`src/verilog/pet_spi_config.svh`:
```
//##########################################################
// Sizes and timing shared by the SPI memory bridge.
// Include this header in any file that needs a bus width,
// the memory depth or the SRAM wait state count.
//##########################################################

`ifndef PET_SPI_CONFIG_SVH
`define PET_SPI_CONFIG_SVH

// Address width for the full 128 KB space.
`define PET_ADDR_W 17

// Width of one memory word and of one SPI frame.
`define PET_DATA_W 8

// Number of bytes held by the SRAM target.
`define PET_MEM_DEPTH 131072

// Clock cycles from the first cycle of a request to ready.
// Must be at least 1.
`define PET_SRAM_WAIT 2

`endif

```
`src/verilog/spi_cmd_pkg.sv`:
```
//##########################################################
// Types for the SPI side of the bridge: the decoded view of
// a received byte and the command sequencer states.
// Import into modules that decode SPI commands.
//##########################################################

`default_nettype none

package spi_cmd_pkg;

    // Command byte layout, MSB first on the wire.
    typedef struct packed {
        logic       rw_n;
        logic       set_addr;
        logic [4:0] rsvd;
        logic       a16;
    } spi_cmd_s;

    // One received frame, read as a raw byte or as a command.
    typedef union packed {
        logic [7:0] data;
        spi_cmd_s   cmd;
    } spi_cmd_u;

    // Sequencer states.
    // Bit 2 marks the transfer, bit 3 marks completion.
    typedef enum logic [3:0] {
        ST_READ_CMD     = 4'b0000,
        ST_READ_DATA    = 4'b0001,
        ST_READ_ADDR_HI = 4'b0010,
        ST_READ_ADDR_LO = 4'b0011,
        ST_XFER         = 4'b0100,
        ST_DONE         = 4'b1000
    } bridge_state_e;

endpackage

`default_nettype wire

```
`src/verilog/mem_bus_pkg.sv`:
```
//##########################################################
// Request and response types of the internal memory bus.
// The bridge drives requests, the SRAM target answers.
//##########################################################

`default_nettype none

`include "pet_spi_config.svh"

package mem_bus_pkg;

    // Held stable while valid is high and ready is low.
    typedef struct packed {
        logic [`PET_ADDR_W-1:0] addr;
        logic [`PET_DATA_W-1:0] wdata;
        logic                   rw_n;
    } mem_req_s;

    // Read data is valid in the cycle ready is high.
    typedef struct packed {
        logic                   ready;
        logic [`PET_DATA_W-1:0] rdata;
    } mem_rsp_s;

endpackage

`default_nettype wire

```
`src/verilog/spi_bridge.sv`:
```
//##########################################################
// SPI command sequencer.
// Decodes a command byte and its optional data and address
// bytes, then issues one memory transfer per chip select.
// The address persists across selects and auto-increments.
//##########################################################

`timescale 1ns/10ps
`default_nettype none

`include "pet_spi_config.svh"

module spi_bridge
    import spi_cmd_pkg::*, mem_bus_pkg::*;
(
    input  logic                   clk_sys_i,
    input  logic                   spi_cs_ni,
    input  spi_cmd_u               rx_byte_i,
    input  logic                   rx_valid_i,
    output logic [`PET_DATA_W-1:0] tx_byte_o,
    output mem_req_s               mem_req_o,
    output logic                   mem_valid_o,
    input  mem_rsp_s               mem_rsp_i
);
    bridge_state_e          state;
    logic                   cmd_rw_n;
    logic                   cmd_set_addr;
    logic [`PET_ADDR_W-1:0] addr_q;
    logic [`PET_DATA_W-1:0] wdata_q;

    // Control path, cleared whenever chip select goes high.
    always_ff @(posedge clk_sys_i or posedge spi_cs_ni) begin
        if (spi_cs_ni) begin
            state        <= ST_READ_CMD;
            cmd_rw_n     <= 1'b1;
            cmd_set_addr <= 1'b0;
        end else begin
            unique case (state)
                ST_READ_CMD: begin
                    if (rx_valid_i) begin
                        cmd_rw_n     <= rx_byte_i.cmd.rw_n;
                        cmd_set_addr <= rx_byte_i.cmd.set_addr;
                        if (!rx_byte_i.cmd.rw_n) begin
                            state <= ST_READ_DATA;
                        end else if (rx_byte_i.cmd.set_addr) begin
                            state <= ST_READ_ADDR_HI;
                        end else begin
                            state <= ST_XFER;
                        end
                    end
                end
                ST_READ_DATA: begin
                    if (rx_valid_i) begin
                        state <= cmd_set_addr ? ST_READ_ADDR_HI : ST_XFER;
                    end
                end
                ST_READ_ADDR_HI: begin
                    if (rx_valid_i) begin
                        state <= ST_READ_ADDR_LO;
                    end
                end
                ST_READ_ADDR_LO: begin
                    if (rx_valid_i) begin
                        state <= ST_XFER;
                    end
                end
                ST_XFER: begin
                    if (mem_rsp_i.ready) begin
                        state <= ST_DONE;
                    end
                end
                ST_DONE: begin
                    // Wait here for chip select to rise.
                end
                default: state <= ST_READ_CMD;
            endcase
        end
    end

    // Address, write data and read data survive across selects.
    always_ff @(posedge clk_sys_i) begin
        case (state)
            ST_READ_CMD: begin
                if (rx_valid_i && rx_byte_i.cmd.set_addr) begin
                    addr_q[`PET_ADDR_W-1] <= rx_byte_i.cmd.a16;
                end
            end
            ST_READ_DATA: begin
                if (rx_valid_i) begin
                    wdata_q <= rx_byte_i.data;
                end
            end
            ST_READ_ADDR_HI: begin
                if (rx_valid_i) begin
                    addr_q[15:8] <= rx_byte_i.data;
                end
            end
            ST_READ_ADDR_LO: begin
                if (rx_valid_i) begin
                    addr_q[7:0] <= rx_byte_i.data;
                end
            end
            ST_XFER: begin
                if (mem_rsp_i.ready) begin
                    addr_q <= addr_q + 1'b1;
                    if (cmd_rw_n) begin
                        tx_byte_o <= mem_rsp_i.rdata;
                    end
                end
            end
            default: ;
        endcase
    end

    assign mem_valid_o = (state == ST_XFER);
    assign mem_req_o   = '{addr: addr_q, wdata: wdata_q, rw_n: cmd_rw_n};

    // The request may not move until the target accepts it.
    a_req_stable: assert property (
        @(posedge clk_sys_i) disable iff (spi_cs_ni)
        mem_valid_o && !mem_rsp_i.ready |=> $stable(mem_req_o)
    );

    // One transfer per select.
    a_one_xfer: assert property (
        @(posedge clk_sys_i) disable iff (spi_cs_ni)
        mem_valid_o && mem_rsp_i.ready |=> state == ST_DONE && !mem_valid_o
    );

endmodule

`default_nettype wire

```
`config.mk`:
```
export PLATFORM = sky130hd
export DESIGN_NAME = spi_bridge
export DESIGN_NICKNAME = d
export VERILOG_FILES = /design/src/verilog/spi_cmd_pkg.sv /design/src/verilog/mem_bus_pkg.sv /design/src/verilog/spi_bridge.sv
export VERILOG_INCLUDE_DIRS = /design/src /design/src/verilog
export SDC_FILE = /design/constraint.sdc
export NUM_CORES = 1
export LEC_CHECK = 0
export ABC_AREA = 1
export BUFFER_PORTS_ARGS = -buffer_cell sky130_fd_sc_hd__buf_2
export CAP_MARGIN = 20
export CORE_ASPECT_RATIO = 0.6
export CORE_MARGIN = 5
export CORE_UTILIZATION = 40
export CTS_CLUSTER_SIZE = 8
export DETAILED_ROUTE_END_ITERATION = 7
export GPL_TIMING_DRIVEN = 0
export PLACE_DENSITY_LB_ADDON = 0.05
export SLEW_MARGIN = 15
export SYNTH_ARGS = -nofsm -noshare
export SYNTH_HDL_FRONTEND = slang
export SYNTH_SLANG_ARGS = --single-unit
```
`constraint.sdc`:
```
create_clock -name clk_sys_i -period 3.8 [get_ports clk_sys_i]
set_input_delay 0.57 -clock clk_sys_i [delete_from_list [all_inputs] [get_ports clk_sys_i]]
set_output_delay 0.57 -clock clk_sys_i [all_outputs]
set_load 0.1 [all_outputs]
```
======== Yosys cells after proc, flatten, opt, wreduce, memory -nomap -nowiden ========
Index checks and enable logic that the tools add are counted.
word-level totals
  flip-flop bits (word level) ............. 39
  bits of input ports ..................... 20
  output and inout bits ................... 35
  logic and storage cells ................. 48
operators by class
  add/subtract/negate cells ............... 1
  equal/unequal tests ..................... 11
  muxes and demuxes ....................... 15
  bitwise logic cells ..................... 1
  reduce and logical (&&, ||, !) cells .... 12
operators by type and width
  operator                                                                number
  8-bit one-hot mux with 2 select lines                                   2
  4-bit one-hot mux with 6 select lines                                   1
  4-bit 2-to-1 mux                                                        5
  17-bit by 1-bit adder with 17-bit output (second input constant)        1
  17-bit 2-to-1 mux                                                       1
  3-bit AND reduction                                                     4
  2-bit != test (second input constant)                                   5
  3-bit 2-to-1 mux                                                        3
  4-bit by 2-bit equality test with 1-bit output (second input constant)  2
  8-bit 2-to-1 mux                                                        1
  6-bit AND reduction                                                     1
  2-bit nonzero test                                                      3
  4-bit by 1-bit equality test with 1-bit output (second input constant)  1
  4-bit by 3-bit equality test with 1-bit output (second input constant)  1
  4-bit equality test (second input constant)                             1
  4-bit logical NOT                                                       1
  2-bit AND reduction                                                     2
  2-bit by 1-bit != test with 1-bit output (second input constant)        1
  1-bit one-hot mux with 2 select lines                                   1
  1-bit logical AND                                                       1
  1-bit 2-to-1 mux                                                        1
  1-bit inverter                                                          1

======== Logic depth before layout (Yosys ltp) ========
  word-level depth ........................ 4
  depth in mapped cells ................... 8
  gate-level depth less buffers ........... 8

======== Worst setup path after synthesis ========
No wires, ideal clock.
  kind .................................... register to register
  start point ............................. reg addr_q[0]
  end point ............................... reg addr_q[10], data pin
  setup time .............................. 0.254 ns
  data arrival time ....................... 1.886 ns
  required time ........................... 3.546 ns
  slack ................................... 1.660 ns
  cell stages (with the launch flop) ...... 7
  path buffers ............................ 0
  period minus slack after synthesis ...... 2.140 ns
  cell sequence ........................... edfxtp_1 ha_1 nand3_2 nor2_1 nand3_1 nand3_1 nand2_1
on the way
  word-level cells in the longest chain between the ends .. 3
RTL lines
  what                                      line               source
  start, declared                           spi_bridge.sv:28   logic [`PET_ADDR_W-1:0] addr_q;
  start signal, assigned by index           spi_bridge.sv:85   addr_q[`PET_ADDR_W-1] <= rx_byte_i.cmd.a16;
  start signal, assigned                    spi_bridge.sv:100  addr_q[7:0] <= rx_byte_i.data;
  start signal, assigned                    spi_bridge.sv:105  addr_q <= addr_q + 1'b1;
  17-bit by 1-bit adder with 17-bit output  spi_bridge.sv:105
  17-bit 2-to-1 mux                         spi_bridge.sv:104  if (mem_rsp_i.ready) begin
  8-bit one-hot mux with 2 select lines     spi_bridge.sv:82   case (state)
No other way between the ends. The select of a mux whose other input is x is not followed.
A chain may end at the register's enable or synchronous reset.

======== Final worst setup path ========
  start point ............................. reg state[1]
  end point ............................... out mem_valid_o
on the way
  word-level cells in the longest chain between the ends .. 1
RTL lines
  what                                            line               source
  start, declared                                 spi_bridge.sv:25   bridge_state_e state;
  start signal, assigned                          spi_bridge.sv:54   state <= cmd_set_addr ? ST_READ_ADDR_HI : ST_XFER;
  4-bit by 3-bit equality test with 1-bit output  spi_bridge.sv:115  assign mem_valid_o = (state == ST_XFER);
  end, declared                                   spi_bridge.sv:22   output logic mem_valid_o,
No other way between the ends.

==> impl_metrics.ini <==
[run_status]
status = finished, final reports clean

[cts]
cts_made_buffers = 5
hold_buffers = 0
root_buffer = clkbuf_8
clkLatencyLatePin_ns = 0.29
clock-sinks = 39
clk_pin_slew_ns = 0.07
post_cts_resized = 0
post-cts-setup-buffer-count = 0
cts_tree = done
cts_buffer_depth = 2
cts.htree.levels = 2

[floorplan]
die_h_um = 65.1
die_w_um = 102
row_count = 20
pin_count = 55
core_area_mm2 = 0.00498
die-area_mm2 = 0.00663
start_util_pct = 40.7

[finish]
multi_input_area_um2 = 741
layout_common_cells = 61 x nand2_1, 54 x buf_2, 33 x edfxtp_1, 28 x inv_1, 22 x nand3_1
num-fill-cells = 504
final_common_cell = nand2_1
final_util_pct = 49.5
drive_above_1_share_pct = 30.8
layout.area.seq_mm2 = 0.00114
syn2layout_area_growth_pct = 21.7
antennaDiodeCount = 0
nNetsFinal = 299

[synthesis]
synth_edf_count = 33
synthFlopType = edfxtp_1
synth_top_area_cell = edfxtp_1
synth-async-reset-ratio_pct = 15.4
yosys-top-cells-area = edfxtp_1 49%, nand2_1 11%, dfrtp_1 6.2%
synth_cell_types = 27
ys_seq_elements = 39
ys_seq_area_share_pct = 56.4
avgSynthCellArea_um2 = 9.33
netlist_area_mm2 = 0.00203
yosys_warnings = 0
syn-num-nets = 238
synth_top_area_share_pct = 48.9
syn_inst = 217

[setup_path]
max_stage_delay_ns = 0.48
arrival_ns = 1.76
cp_max_fo = 10
crit_type = flip-flop to output pin
cp_top_family = buffers and inverters
crit_path_top_delay_cell = dfrtp_1
end_kind = output pin
path_cells = nor2_4 -> nand3_4 -> inv_4 -> buf_6 -> buf_2
path_buf_inv = 3
crit_required_ns = 3.23
cp-start-kind = flip-flop

[routing]
vias = 1617
routed_wl_mm = 4.87
remaining_drc_errors = 0
ant_nets = 0
routedWlPerCell_um = 14.1
dr.pass1.iters = 4
drt_iter0_markers = 85
vias_per_cell = 4.69

[timing]
period_minus_slack_ns = 2.33
fmax_mhz = 428
timing.final.hold_violations = 0
slew-limit-headroom_pct = 39.0
tns_ns = 0
whs_ns = 0.182
worstMarginPinSlew_ns = 0.907
skew_ns = 0.00315
setup_viol = 0
slew_violations = 0
rsz0062_at_grt = false
fin_crit_sh_pct = 61.4

[grt]
grt_first_pass_wirelength_mm = 7.81
grt_max_degree = 12
grt_pass1_vias = 1512
gr-total-overflow = 0
antenna_found_initial = 0
grt_use_total_pct = 15.6

[pwr]
power_mw = 1.80
leakage_nw = 1.12
ir_drop_uv = 439
power_density_mw_per_mm2 = 728

[place]
place_congestion = 0.811
post-dp-hpwl_mm = 3.89
port_buffers = 54

[hold_path]
hold_path.class = primary input to async pin

[job]
drv_cap = 0
worst register-to-register path: cells and delay by family (launching register included):
kind                   cells  cell delay [ns]
flip-flops                 1             0.48
buffers and inverters      1             0.12
AO/OA/AOI/OAI              1             0.70
AND/OR/NAND/NOR            3             0.40
routing by layer:
metal | up-vias | share of wire, % | global-route usage, %
met5 | - | 0 | 0
met4 | 0 | 0.88 | 3.44
met3 | 6 | 9.4 | 5.09
met2 | 56 | 38 | 20.9
met1 | 717 | 52 | 24.2
li1 | 838 | - | -
power breakdown:
part | total (mW) | leakage (nW) | internal [mW] | switching [mW]
Combinational | 0.869 | 0.697 | 0.170 | 0.699
Clock | 0.274 | 0.0422 | 0.129 | 0.145
Sequential | 0.653 | 0.376 | 0.579 | 0.0739
cell families after synthesis:
| group | Yosys count | share of synthesized area [%] |
|---|---|---|
| compound gates | 24 | 6.79 |
| buf+inv | 34 | 7.35 |
| xor+xnor | 2 | 0.865 |
| fa+ha+maj | 1 | 0.618 |
| simple gates | 117 | 28.0 |
| flops | 39 | 56.4 |
registers in the layout, summed over array words and instances, names as in the netlist:
| name | cells |
|---|---|
| addr_q | 17 |
| wdata_q | 8 |
| cmd_set_addr | 1 |
| cmd_rw_n | 1 |
| tx_byte_o | 8 |
| state | 4 |
cell usage after synthesis, types with 3 or more instances:
master    count
dfrtp_1       5
edfxtp_1     33
inv_1        28
nand2_1      61
nand2_2       3
nand3_1      22
nor2_1       13
nor2_2        5
nor2_4        6
o21ai_0       5
o21ai_1      12
o21bai_1      4
cell type report:
type                    instances  share of cell area, %
multi-input cells             144                   30.0
repair buffers                 54                   11.0
plain buffers                   3                   1.22
well taps                      66                   3.35
clock buffers                   7                   3.09
flip-flops and latches         39                   46.3
clock inverters                 1                  0.203
inverters                      31                   4.82
path summary, 6_finish.rpt:
path	slack, ns	to	startpoint	depth (start not counted)
worst max-delay path	1.47	mem_valid_o	state[1]$_DFFE_PP0P_	5
worst min-delay path	0.18	state[3]$_DFFE_PP0P_	spi_cs_ni	2
worst min register to register	0.52	cmd_rw_n$_DFFE_PP1P_	cmd_rw_n$_DFFE_PP1P_	2
worst max register to register	1.74	addr_q[5]$_DFFE_PP_	state[1]$_DFFE_PP0P_	5
min in group clk_sys_i	0.45	tx_byte_o[7]$_DFFE_PP_	mem_rsp_i[7]	1
max in group asynchronous	3.36	cmd_rw_n$_DFFE_PP1P_	spi_cs_ni	2
through the flow:
stage	std cells	setup WS, ns	cell area [um2]
global placement	337	1.47	2380
floorplan	217	1.66	2030
global route	345	1.36	2470
CTS	345	1.45	2470
detailed placement	337	1.75	2380
finish	345	1.47	2470
Power figures use the tool's default switching activity.
