<file path="src/verilog/pet_spi_config.svh">
//##########################################################
// Sizes and timing shared by the SPI memory bridge.
// Include this header in any file that needs a bus width,
// the memory depth or the SRAM wait state count.
//##########################################################

`ifndef PET_SPI_CONFIG_SVH
`define PET_SPI_CONFIG_SVH

// Address width for the full 128 KB space.
`define PET_ADDR_W 17

// Width of one memory word and of one SPI frame.
`define PET_DATA_W 8

// Number of bytes held by the SRAM target.
`define PET_MEM_DEPTH 131072

// Clock cycles from the first cycle of a request to ready.
// Must be at least 1.
`define PET_SRAM_WAIT 2

`endif

</file>
<file path="src/verilog/spi_byte.sv">
//##########################################################
// Byte-level SPI mode 0 receiver and transmitter.
// SCLK and MOSI are sampled in the system clock domain, so
// the SCLK half period must be at least six system cycles.
// Chip select high clears the bit counter and MISO.
//##########################################################

`timescale 1ns/10ps
`default_nettype none

`include "pet_spi_config.svh"

module spi_byte (
    input  logic                   clk_sys_i,
    input  logic                   spi_cs_ni,
    input  logic                   spi_sclk_i,
    input  logic                   spi_rx_i,
    output logic                   spi_tx_o,
    output logic [`PET_DATA_W-1:0] rx_byte_o,
    output logic                   rx_valid_o,
    input  logic [`PET_DATA_W-1:0] tx_byte_i
);
    localparam int CNT_W = $clog2(`PET_DATA_W);
    localparam logic [CNT_W-1:0] LAST_BIT = CNT_W'(`PET_DATA_W - 1);

    logic [2:0]             sclk_q;
    logic [1:0]             mosi_q;
    logic                   sclk_rise;
    logic                   sclk_fall;
    logic [CNT_W-1:0]       bit_cnt;
    logic [`PET_DATA_W-1:0] rx_shift;
    logic [`PET_DATA_W-1:0] tx_shift;

    // Two synchronizer stages plus one stage for edge detection.
    always_ff @(posedge clk_sys_i or posedge spi_cs_ni) begin
        if (spi_cs_ni) begin
            sclk_q <= '0;
        end else begin
            sclk_q <= {sclk_q[1:0], spi_sclk_i};
        end
    end

    // MOSI takes the same two stages so it lines up with SCLK.
    always_ff @(posedge clk_sys_i) begin
        mosi_q <= {mosi_q[0], spi_rx_i};
    end

    assign sclk_rise = sclk_q[1] & ~sclk_q[2];
    assign sclk_fall = ~sclk_q[1] & sclk_q[2];

    // Count bits on rising edges and flag the eighth one.
    always_ff @(posedge clk_sys_i or posedge spi_cs_ni) begin
        if (spi_cs_ni) begin
            bit_cnt    <= '0;
            rx_valid_o <= 1'b0;
        end else begin
            rx_valid_o <= 1'b0;
            if (sclk_rise) begin
                rx_valid_o <= (bit_cnt == LAST_BIT);
                bit_cnt    <= (bit_cnt == LAST_BIT) ? '0 : bit_cnt + 1'b1;
            end
        end
    end

    // Receive shift register, MSB first.
    always_ff @(posedge clk_sys_i) begin
        if (sclk_rise) begin
            rx_shift <= {rx_shift[`PET_DATA_W-2:0], mosi_q[1]};
        end
    end

    assign rx_byte_o = rx_shift;

    // A falling edge with the counter at zero follows a completed byte.
    // Load the next byte there, otherwise shift.
    always_ff @(posedge clk_sys_i or posedge spi_cs_ni) begin
        if (spi_cs_ni) begin
            tx_shift <= '0;
        end else if (sclk_fall) begin
            if (bit_cnt == '0) begin
                tx_shift <= tx_byte_i;
            end else begin
                tx_shift <= {tx_shift[`PET_DATA_W-2:0], 1'b0};
            end
        end
    end

    assign spi_tx_o = tx_shift[`PET_DATA_W-1];

    // Byte strobe is a single-cycle pulse.
    a_rx_valid_pulse: assert property (
        @(posedge clk_sys_i) disable iff (spi_cs_ni)
        rx_valid_o |=> !rx_valid_o
    );

endmodule

`default_nettype wire

</file>
<file path="config.mk">
export PLATFORM = sky130hd
export DESIGN_NAME = spi_byte
export DESIGN_NICKNAME = d
export VERILOG_FILES = /design/src/verilog/spi_byte.sv
export VERILOG_INCLUDE_DIRS = /design/src /design/src/verilog
export SDC_FILE = /design/constraint.sdc
export NUM_CORES = 1
export LEC_CHECK = 0
export ABC_AREA = 0
export BUFFER_PORTS_ARGS = -buffer_cell sky130_fd_sc_hd__buf_2
export CORE_MARGIN = 4
export CORE_UTILIZATION = 51
export DETAILED_ROUTE_END_ITERATION = 8
export GPL_ROUTABILITY_DRIVEN = 0
export PLACE_DENSITY = 0.85
export SKIP_LAST_GASP = 1
export SYNTH_ARGS = -nofsm -noshare
export SYNTH_HDL_FRONTEND = slang
export SYNTH_SLANG_ARGS = --single-unit
</file>
<file path="constraint.sdc">
create_clock -name clk_sys_i -period 1.75 [get_ports clk_sys_i]
set_clock_uncertainty 0.2 [all_clocks]
set_input_delay 0.35 -clock clk_sys_i [delete_from_list [all_inputs] [get_ports clk_sys_i]]
set_output_delay 0.35 -clock clk_sys_i [all_outputs]
set_load 0.05 [all_outputs]
</file>
# == Word-level counts from Yosys, hierarchy flattened ==
# Cells that the tools add are included.
# word_totals
out_inout_bits,10
wordCells,16
inputBits,12
regBits,25
# classes
eq_ne,1
bitwise,4
n_addsub,1
reduce_logical,1
muxes,3
# op_table
cell,count
2-to-1 mux 8 bit,1
"adder 3 x 1 -> 3 bit, second input constant",1
"== test 3 bit, second input constant",1
logical NOT 3 bit,1
2-to-1 mux 3 bit,1
AND 1 bit,2
NOT 1 bit,2
2-to-1 mux 1 bit,1

# == Logic depth before layout (Yosys ltp) ==
# Gate-level depths: netlist of run 1.
# logic_depth
depth_word,3
mapped_depth,6
ltp_nobuf,5

# == Worst setup path before layout of run 1 ==
# Ideal clock, no wire load.
# synth_path
path_type,reg-to-reg
start,register bit_cnt[0]
end,register bit_cnt[2]
arrival_time_ps,1081
n_path_buf,0
period_less_slack_ps,1406
stages_incl_launch_ff,4
setup_time_ps,125
required_time_ps,1425
setup_slack_ps,344
path_cell_list,dfrtp_1 -> ha_1 -> ha_1 -> mux2_4
# synth_between
elab_chain_cells,2
elab_cells_between_ends,3
cone_classes,1 x add/sub; 1 x eq/ne; 1 x mux
# synth_lines
element,line_no,text
from (decl),spi_byte.sv:30,logic [CNT_W-1:0] bit_cnt;
from (signal assigned),spi_byte.sv:60,bit_cnt <= (bit_cnt == LAST_BIT) ? '0 : bit_cnt + 1'b1;
adder 3 x 1 -> 3 bit or == test 3 bit (tied branches),spi_byte.sv:60,
2-to-1 mux 3 bit *,spi_byte.sv:60,
# Mark *: on every way between the ends. The rest lies on a longest branch, timed or not.
# A chain may end at the register's enable or synchronous reset.

# == Worst setup path after layout of run 1 ==
# layout_path
start,register bit_cnt[0]
end,register tx_shift[6]
# layout_between
elab_chain_cells,2
# layout_lines
element,line_no,text
logical NOT 3 bit,spi_byte.sv:80,if (bit_cnt == '0) begin
2-to-1 mux 8 bit,spi_byte.sv:80,
to (signal assigned),spi_byte.sv:81,tx_shift <= tx_byte_i;
to (signal assigned),spi_byte.sv:83,"tx_shift <= {tx_shift[`PET_DATA_W-2:0], 1'b0};"
to (decl),spi_byte.sv:32,logic [`PET_DATA_W-1:0] tx_shift;
# No other way between the ends.

==> metrics.txt, run 1 <==
run status=finished, final reports clean; Resize count post-CTS=0; Setup Crit Path Kind=reg -> reg; pwr dens=1350 mW/mm2; Post CTS Setup Buffer Count=0; Util after Layout=0.645; Yosys warning total=0; CTS Buf Count=3; critical path capture point type=register; syn_area_per_cell=14.4 um2; drt initial violations=3; Post-Syn Area=963 um2; RSZ-0062 raised after global routing=false; TritonCTS clock tree=done; CTS clock-pin slew for the worst setup and hold paths=0.13 ns; fin crit share=0.881; clock share of power=0.161; P_leak=0.523 nW; crit path max fanout=8; die area=0.00265 mm2; Sw Share=0.322; Synth Register Bits=25; clock root buffer=clkbuf_4; DP HPWL=1.02 mm; Synth top area share=0.390; Final Power=0.00153 W; remaining antenna violation count=0; initial antenna violation count=0; Placed Cells=112; Yosys cell types=17; # setup viols final=0; normalized max-slew margin=0.630; Clk Latency, worst-skew pair=0.31 ns; drt pass-1 iters=5; Peak VDD IR=913 uV; setup tns final=0 ns; via count=556; Flop pwr share=0.532; max frequency=0.648 GHz; DRC errors left=0; wire per inst=11.8 um; IO Pins=22; Critical Path RT=1.73 ns; Core Region=0.00176 mm2; Max-Cap Viols=0; NumNets Final=110; share of cells above drive strength 1=0.351; top area cells in the synthesized netlist=dfrtp_1 (39%), edfxtp_1 (25%), mux2i_1 (7.3%), dfxtp_1 (4.2%), ha_1 (3.9%); Seq/Total Area, Yosys=0.681; minimum clock period after layout=1.54 ns; Overall Global Routing Usage=0.128; Final Max Tran Viols=0; Comb pwr share=0.307; Ant. Diodes=0; Die Span Y=51.5 um; vias in the first global route=548; Post-Syn Nets=82; final WL=1.41 mm; Initial Util=0.546; critical path arrival=1.53 ns; Sink Count=25; synth-to-layout area growth=18.2%; Worst-Margin Slew=0.554 ns; Synth area leader=dfrtp_1; Port Buffers=21; Vias/cell=4.67; net load switching power=0.000494 W; Hold Buf Count CTS=3; Worst setup SP type=register; Max clock buf depth=2; Hold Crit Class=in -> reg; largest net degree at the start of global routing=17; Layout Cells excl Fill=119; Post-Syn Instances=67; grt ovf=0; die width=51.5 um; Int Power=0.00104 W; Final Hold Vio Count=0; global-route wire length before repair=2.48 mm; Rows=15; CTS H-tree lvls=1
-- path summary, 6_finish.rpt --
kind / start / endpoint / slack, ns / cells past startpoint
max in group asynchronous: spi_cs_ni / sclk_q[2] / 0.58 / 3
min reg2reg: mosi_q[0] / mosi_q[1] / 0.14 / 0
min: tx_byte_i[0] / tx_shift[0] / 0.07 / 3
max reg2reg: bit_cnt[0] / tx_shift[6] / 0.21 / 6
min in group asynchronous: spi_cs_ni / bit_cnt[0] / 0.41 / 3
max: bit_cnt[0] / tx_shift[6] / 0.21 / 6
-- cell families (layout without fill, tap and decap cells) --
family	count (synthesis)	in the layout	synth area share
adders and majority gates	3	3	0.0390
and+or+nand+nor	15	15	0.0792
buffers and inverters	6	33	0.0467
muxes	9	9	0.104
AOI/OAI and AO/OA	9	9	0.0506
DFF	25	25	0.681
-- metrics by stage --
stage                     hold slack, ns  cell area [um2]  setup slack [ns]
after floorplan                   0.0515              963             0.344
after global placement             0.113             1080             0.269
after detailed placement           0.116             1080             0.235
after CTS                         0.0629             1140             0.197
after global routing              0.0613             1140            0.0679
final                             0.0669             1140             0.207
-- layout make-up --
class / count / area (um2)
timing repair buffer: 26 / 150
clock buffer: 3 / 22.5
sequential: 25 / 656
fill: 153 / 626
multi-input combinational: 36 / 263
tap: 25 / 31.3
clock inverter: 1 / 5.00
inverter: 3 / 11.3
-- cell usage in the layout (no fill, tap or decap), drive strengths merged --
master	instances
edfxtp	8
inv	3
buf	23
o21ai	9
dfrtp	15
clkinv	1
and2	1
dfxtp	2
dlygate4sd3	3
nand2	9
nor2b	2
nand3b	1
clkbuf	3
mux2	2
nor2	1
nand2b	1
ha	3
mux2i	7
-- registers in the layout, summed over array words and instances, names as in the netlist --
signal,cells
mosi_q,2
rx_valid_o,1
rx_byte_o,8
bit_cnt,3
sclk_q,3
tx_shift,8
-- synthesized netlist by cell type --
library cell	number
dfrtp_1	15
nand2_1	9
edfxtp_1	8
mux2i_1	7
o21ai_1	7
buf_6	3
ha_1	3
inv_1	3
dfxtp_1	2
mux2_4	2
nor2b_2	2
and2_2	1
nand2b_1	1
nand3b_1	1
nor2_1	1
o21ai_0	1
o21ai_2	1
-- critical path, stage by stage, from the launching register on --
cell     delay, ns
dfrtp_1       0.43
inv_1         0.07
ha_1          0.13
nor2b_2       0.12
buf_4         0.18
mux2i_1       0.20
o21ai_1       0.08
-- metal layers --
layer	vias to the layer above	wire, um	global-route usage
met5	-	0	0
met3	3	80	0.0350
met1	261	657	0.168
met2	14	655	0.186
met4	0	14	0.0786
li1	278	-	-
-- power groups by stage --
| stage | Combinational, W | Sequential (W) | Clock [W] |
|---|---|---|---|
| after detailed placement | 0.000462 | 0.000830 | 0 |
| after CTS | 0.000477 | 0.000817 | 0.000252 |
| after global placement | 0.000444 | 0.000817 | 0 |
| final | 0.000471 | 0.000816 | 0.000246 |
| after global routing | 0.000531 | 0.000836 | 0.000288 |
| after floorplan | 0.000325 | 0.000878 | 0 |
(Power assumes the default switching activity.)
==> inputs of run 2 (changes only) <==
- clock period: 1.75 -> 1.45 ns (I/O delays scaled with it)
==> run 2 against run 1 <==
  * The run now ends with negative setup slack left
  * Setup slack worse by 0.32 ns
  * Sequential share of layout area down 7.6 points
  * Flip-flop and latch count unchanged
  * Count of clock-buffer cells in the layout unchanged
  * Global-route usage up 0.38 points
  * Largest power group unchanged
  * Register-to-register slack worse by 0.32 ns
  * Utilization up 9.9 points
  * Combinational power up 69%
  * Highest routed layer unchanged
  * Non-clock buffer count up 12
  * First-iteration DRC count up 100%
==> metrics.txt, run 2 (synthesis results as in run 1) <==
run status=finished, violations left; violated checks=negative setup slack; Peak VDD IR=920 uV (+0.72%); Critical Path Slowest Stage Cell=dfrtp_1; CTS H-tree lvls=1 (unchanged); Crit path largest cell delay=0.42 ns (about the same); Clk Latency, worst-skew pair=0.32 ns (about the same); DP HPWL=1.08 mm (+6.6%); commonest non-fill, non-tap cell in the layout=dfrtp_1; Ant. Diodes=0 (unchanged); initial antenna violation count=0 (unchanged); Max clock buf depth=2 (unchanged); met2 track demand over resource=0.199 (+0.0127); critical path arrival=1.59 ns (+0.06 ns); Max-Cap Viols=0 (unchanged); Worst setup SP type=register; Hold Slack=0.0320 ns (-0.0349 ns); setup tns final=-0.565 ns (-0.565 ns); NumNets Final=122 (+11%); worst r2r dst=bit_cnt[2]; drt pass-1 iters=4 (-1); Critical path origin=bit_cnt[0]; sequential cell area=656 um2 (unchanged); Sink Count=25 (unchanged); Overall Global Routing Usage=0.132 (+0.00383); Final Power=0.00210 W (+37%); worst r2r src=bit_cnt[0]; drt initial violations=6 (+3); pwr dens=1600 mW/mm2 (+19%); synth-to-layout area growth=36.2%; grt ovf=0 (unchanged); Port Buffers=21 (unchanged); Final Hold Vio Count=0 (unchanged); normalized max-slew margin=0.643 (+0.0133); crit path max fanout=2 (-6); # setup viols final=11 (+11); Critical Path RT=1.48 ns (-0.25 ns); RSZ-0062 raised after global routing=true; Vias/cell=4.74 (+1.5%); vias in the first global route=551 (+0.55%); IO Pins=22 (unchanged); share of cells above drive strength 1=0.434 (+0.0829); Initial Util=0.546 (unchanged); Worst R2R Setup Slack=-0.11 ns (-0.32 ns); Multi-input gate area=274 um2 (+4.3%); Hold Crit Class=in -> reg; critical path capture point type=register; fin crit share=1.07 (+0.193); die area=0.00265 mm2 (unchanged); clock root buffer=clkbuf_4; TritonCTS clock tree=done; CTS Buf Count=3 (unchanged); global-route wire length before repair=2.50 mm (+0.81%); via count=621 (+12%); largest net degree at the start of global routing=17 (unchanged); Worst-Margin Slew=0.535 ns (-0.0194 ns); minimum clock period after layout=1.56 ns (+0.0159 ns); final WL=1.70 mm (+21%); met1 Track Usage GR=0.175 (+0.00676); GR Util met3=0.0350 (unchanged); CP cell instances=buf_4 > ha_1 > ha_1 > mux2_4; FF-to-FF path depth=4 (-2); die width=51.5 um (unchanged); Die Span Y=51.5 um (unchanged); Rows=15 (unchanged); Core Region=0.00176 mm2 (unchanged); cell mode on critical path=ha_1; Setup Crit Path Kind=reg -> reg; max frequency=0.642 GHz (-1.0%); remaining antenna violation count=0 (unchanged); final setup margin=-0.109 ns (-0.316 ns); wire per inst=13.0 um (+9.6%); DRC errors left=0 (unchanged); Top Usage Layer GRT=met2; P_leak=0.600 nW (+15%); CP Capture Point=bit_cnt[2]; fillers=124 (-19%); CTS clock-pin slew for the worst setup and hold paths=0.14 ns (about the same); Final Max Tran Viols=0 (unchanged); most frequent cells in the layout=dfrtp_1 (15), buf_4 (14), buf_2 (11)
## run 2: metal layers
layer	part of all wire	up-vias	routed length, um
li1	-	303	-
met1	0.44	296	743
met2	0.49	16	832
met3	0.044	6	75
met4	0.027	0	46
met5	0	-	0
## run 2: critical path, delay by kind of cell, from the launching register on
kind,cells,cell delay [ns]
flip-flops,1,0.42
buffers and inverters,1,0.15
adder cells (fa/ha/maj),2,0.45
multiplexers,1,0.25
## run 2: area by class of cell
class / count / area share
flip-flops and latches: 25 / 0.500
repair buffers: 38 / 0.236
multi-input cells: 36 / 0.209
well taps: 25 / 0.0238
clock buffers: 3 / 0.0172
inverters: 3 / 0.00858
clock inverters: 1 / 0.00572
## run 2: where the power goes
group          total (W)  switching, W  internal, W
sequential      0.000986     0.0000994     0.000887
clock           0.000314      0.000209     0.000106
combinational   0.000795      0.000358     0.000437
## run 2: worst min-delay path by stage
stage                            start          end  slack, ns  depth (start not counted)
after floorplan              spi_cs_ni   bit_cnt[0]     -0.009                          1
after global placement       spi_cs_ni    sclk_q[0]       0.09                          3
after detailed placement     spi_cs_ni    sclk_q[1]        0.1                          3
after CTS                 tx_byte_i[6]  tx_shift[6]       0.04                          3
after global routing      tx_byte_i[6]  tx_shift[6]       0.03                          3
final                     tx_byte_i[6]  tx_shift[6]       0.03                          3
## run 2: per-stage QoR
step                utilization  setup WS [ns]  instance area, um2  cells
CTS                       0.686         -0.103                1210    123
finish                    0.744         -0.109                1310    131
global placement          0.633        -0.0256                1120    115
floorplan                     -         0.0443                 963     67
global route              0.744         -0.204                1310    131
detailed placement        0.633        -0.0773                1120    115
## run 2: timing repair
item / CTS / global route
setup buffers: 0 / 8
endpoints found under the setup margin: 13 / 28
gates resized for setup: 8 / 18
pin swaps: 0 / 1
gates cloned: 0 / 0
endpoints found under the hold margin: 18 / 0
hold buffers: 4 / 0
==> inputs of run 3 (changes only) <==
--- a/constraint.sdc
+++ b/constraint.sdc
@@ -3,3 +3,3 @@
 set_input_delay 0.29 -clock clk_sys_i [delete_from_list [all_inputs] [get_ports clk_sys_i]]
 set_output_delay 0.29 -clock clk_sys_i [all_outputs]
-set_load 0.05 [all_outputs]
+set_load 0.01 [all_outputs]
==> run 3 against run 2 <==
  * The run still ends with negative setup slack left
  * First-iteration DRC count is the same
  * Hold slack gained 0.011 ns
  * Sequential share of layout area grew 3.1 points
  * Non-clock buffer count shrank 3
  * Clock power shrank 3%
  * Maximum frequency is essentially flat
  * Die area is the same
  * Combinational power shrank 16%
  * Largest cell class unchanged
  * Highest routed layer unchanged
==> metrics.txt, run 3 (synthesis results as in run 1) <==
run status=finished, violations left; violated checks=negative setup slack; setup tns final=-0.542 ns (+0.0227 ns); clock root buffer=clkbuf_4; critical path capture point type=register; via count=594 (-4.3%); Setup Crit Path Kind=reg -> reg; Port Buffers=21 (unchanged); Multi-input gate area=274 um2 (unchanged); synth-to-layout area growth=28.2%; met2 track demand over resource=0.201 (+0.00212); fin area=0.00123 mm2 (-5.9%); largest net degree at the start of global routing=17 (unchanged); NumNets Final=119 (-2.5%); FF-to-FF path depth=4 (unchanged); Clk Latency, worst-skew pair=0.31 ns (about the same); Ant. Diodes=0 (unchanged); drt pass-1 iters=3 (-1); vias in the first global route=558 (+1.3%); Critical path origin=bit_cnt[0]; GR Util met3=0.0350 (unchanged); normalized max-slew margin=0.644 (+0.000781); Worst-Margin Slew=0.534 ns (-0.00117 ns); die width=51.5 um (unchanged); worst r2r src=bit_cnt[0]; sequential cell area=656 um2 (unchanged); Final Hold Vio Count=0 (unchanged); Peak VDD IR=830 uV (-9.8%); DRC errors left=0 (unchanged); Vias/cell=4.64 (-2.1%); Hold Slack=0.0433 ns (+0.0114 ns); Critical Path RT=1.47 ns (about the same); grt ovf=0 (unchanged); RSZ-0062 raised after global routing=true; # setup viols final=10 (-1); Initial Util=0.546 (unchanged); most frequent cells in the layout=buf_2 (21), dfrtp_1 (15), nand2_1 (9), buf_4 (9); initial antenna violation count=0 (unchanged); minimum clock period after layout=1.56 ns (+0.000492 ns); Rows=15 (unchanged); Layout Cells excl Fill=128 (-2.3%); Die Span Y=51.5 um (unchanged); Max-Cap Viols=0 (unchanged); Final Max Tran Viols=0 (unchanged); wire per inst=12.2 um (-6.0%); Sink Count=25 (unchanged); remaining antenna violation count=0 (unchanged); commonest non-fill, non-tap cell in the layout=buf_2; pwr dens=1580 mW/mm2 (-0.86%); crit path max fanout=2 (unchanged); DP HPWL=1.08 mm (unchanged); CTS Buf Count=3 (unchanged); max frequency=0.641 GHz (about the same); CTS H-tree lvls=1 (unchanged); IO Pins=22 (unchanged); Final Power=0.00195 W (-6.7%); share of cells above drive strength 1=0.417 (-0.0165); Top Usage Layer GRT=met2; Hold Crit Start=tx_byte_i[6]; final setup margin=-0.109 ns (-0.000492 ns); Core Region=0.00176 mm2 (unchanged); fin crit share=1.08 (about the same); Overall Global Routing Usage=0.133 (+0.000623); met1 Track Usage GR=0.175 (unchanged); Placed Area=0.00112 mm2 (unchanged); fillers=135 (+8.9%); Placed Cells=115 (unchanged); Max clock buf depth=2 (unchanged); Hold Path Cell Cnt=3 (unchanged); CTS clock-pin slew for the worst setup and hold paths=0.14 ns (about the same); die area=0.00265 mm2 (unchanged); drt initial violations=6 (unchanged); global-route wire length before repair=2.52 mm (+0.84%); final WL=1.56 mm (-8.2%); P_leak=0.568 nW (-5.3%); Worst setup SP type=register; Hold Crit Class=in -> reg; critical path arrival=1.58 ns (about the same); TritonCTS clock tree=done
-- run 3: cell count changes in the layout (fill, tap and decap cells not counted), sizes merged --
cell / delta
buf: -3
-- run 3: final cells by class --
class / count / area share
Multi-Input combinational cell: 36 / 0.222
Clock inverter: 1 / 0.00608
Timing Repair Buffer: 35 / 0.188
Sequential cell: 25 / 0.531
Clock buffer: 3 / 0.0182
Tap cell: 25 / 0.0253
Inverter: 3 / 0.00912
-- run 3: metrics by stage --
stage / util / worst slack [ns]
final: 0.700 / -0.109
after global routing: 0.700 / -0.208
after CTS: 0.675 / -0.103
after detailed placement: 0.633 / -0.0773
after global placement: 0.633 / -0.0256
after floorplan: - / 0.0443
-- run 3: critical path: stages, from the launching register on --
cell	delay [ns]
dfrtp_1	0.42
buf_4	0.15
ha_1	0.18
ha_1	0.27
mux2_4	0.25
-- run 3: path summary, 6_finish.rpt --
path,to,slack (ns)
setup / recovery,bit_cnt[2],-0.11
hold / removal,tx_shift[6],0.04
setup reg to reg,bit_cnt[2],-0.11
hold reg to reg,mosi_q[1],0.15
max in group asynchronous,tx_shift[3],0.59
min in group asynchronous,sclk_q[1],0.29
-- run 3: power breakdown --
part           total (W)  internal, W  switching, W
combinational   0.000668     0.000392      0.000277
sequential      0.000981     0.000887     0.0000945
clock           0.000305     0.000105      0.000200
total            0.00195      0.00138      0.000571
-- run 3: layer usage --
metal  up-vias  wire (um)
li1        298          -
met1       277        700
met2        15        744
met3         4         76
met4         0         36
met5         -          0
-- run 3: timing repair --
item,CTS,global route
pin swaps,0,1
buffers inserted,0,5
endpoints found under the hold margin,18,0
hold buffers,4,0
gates resized for setup,1,3
gates cloned,0,0
setup endpoints to repair,7,20
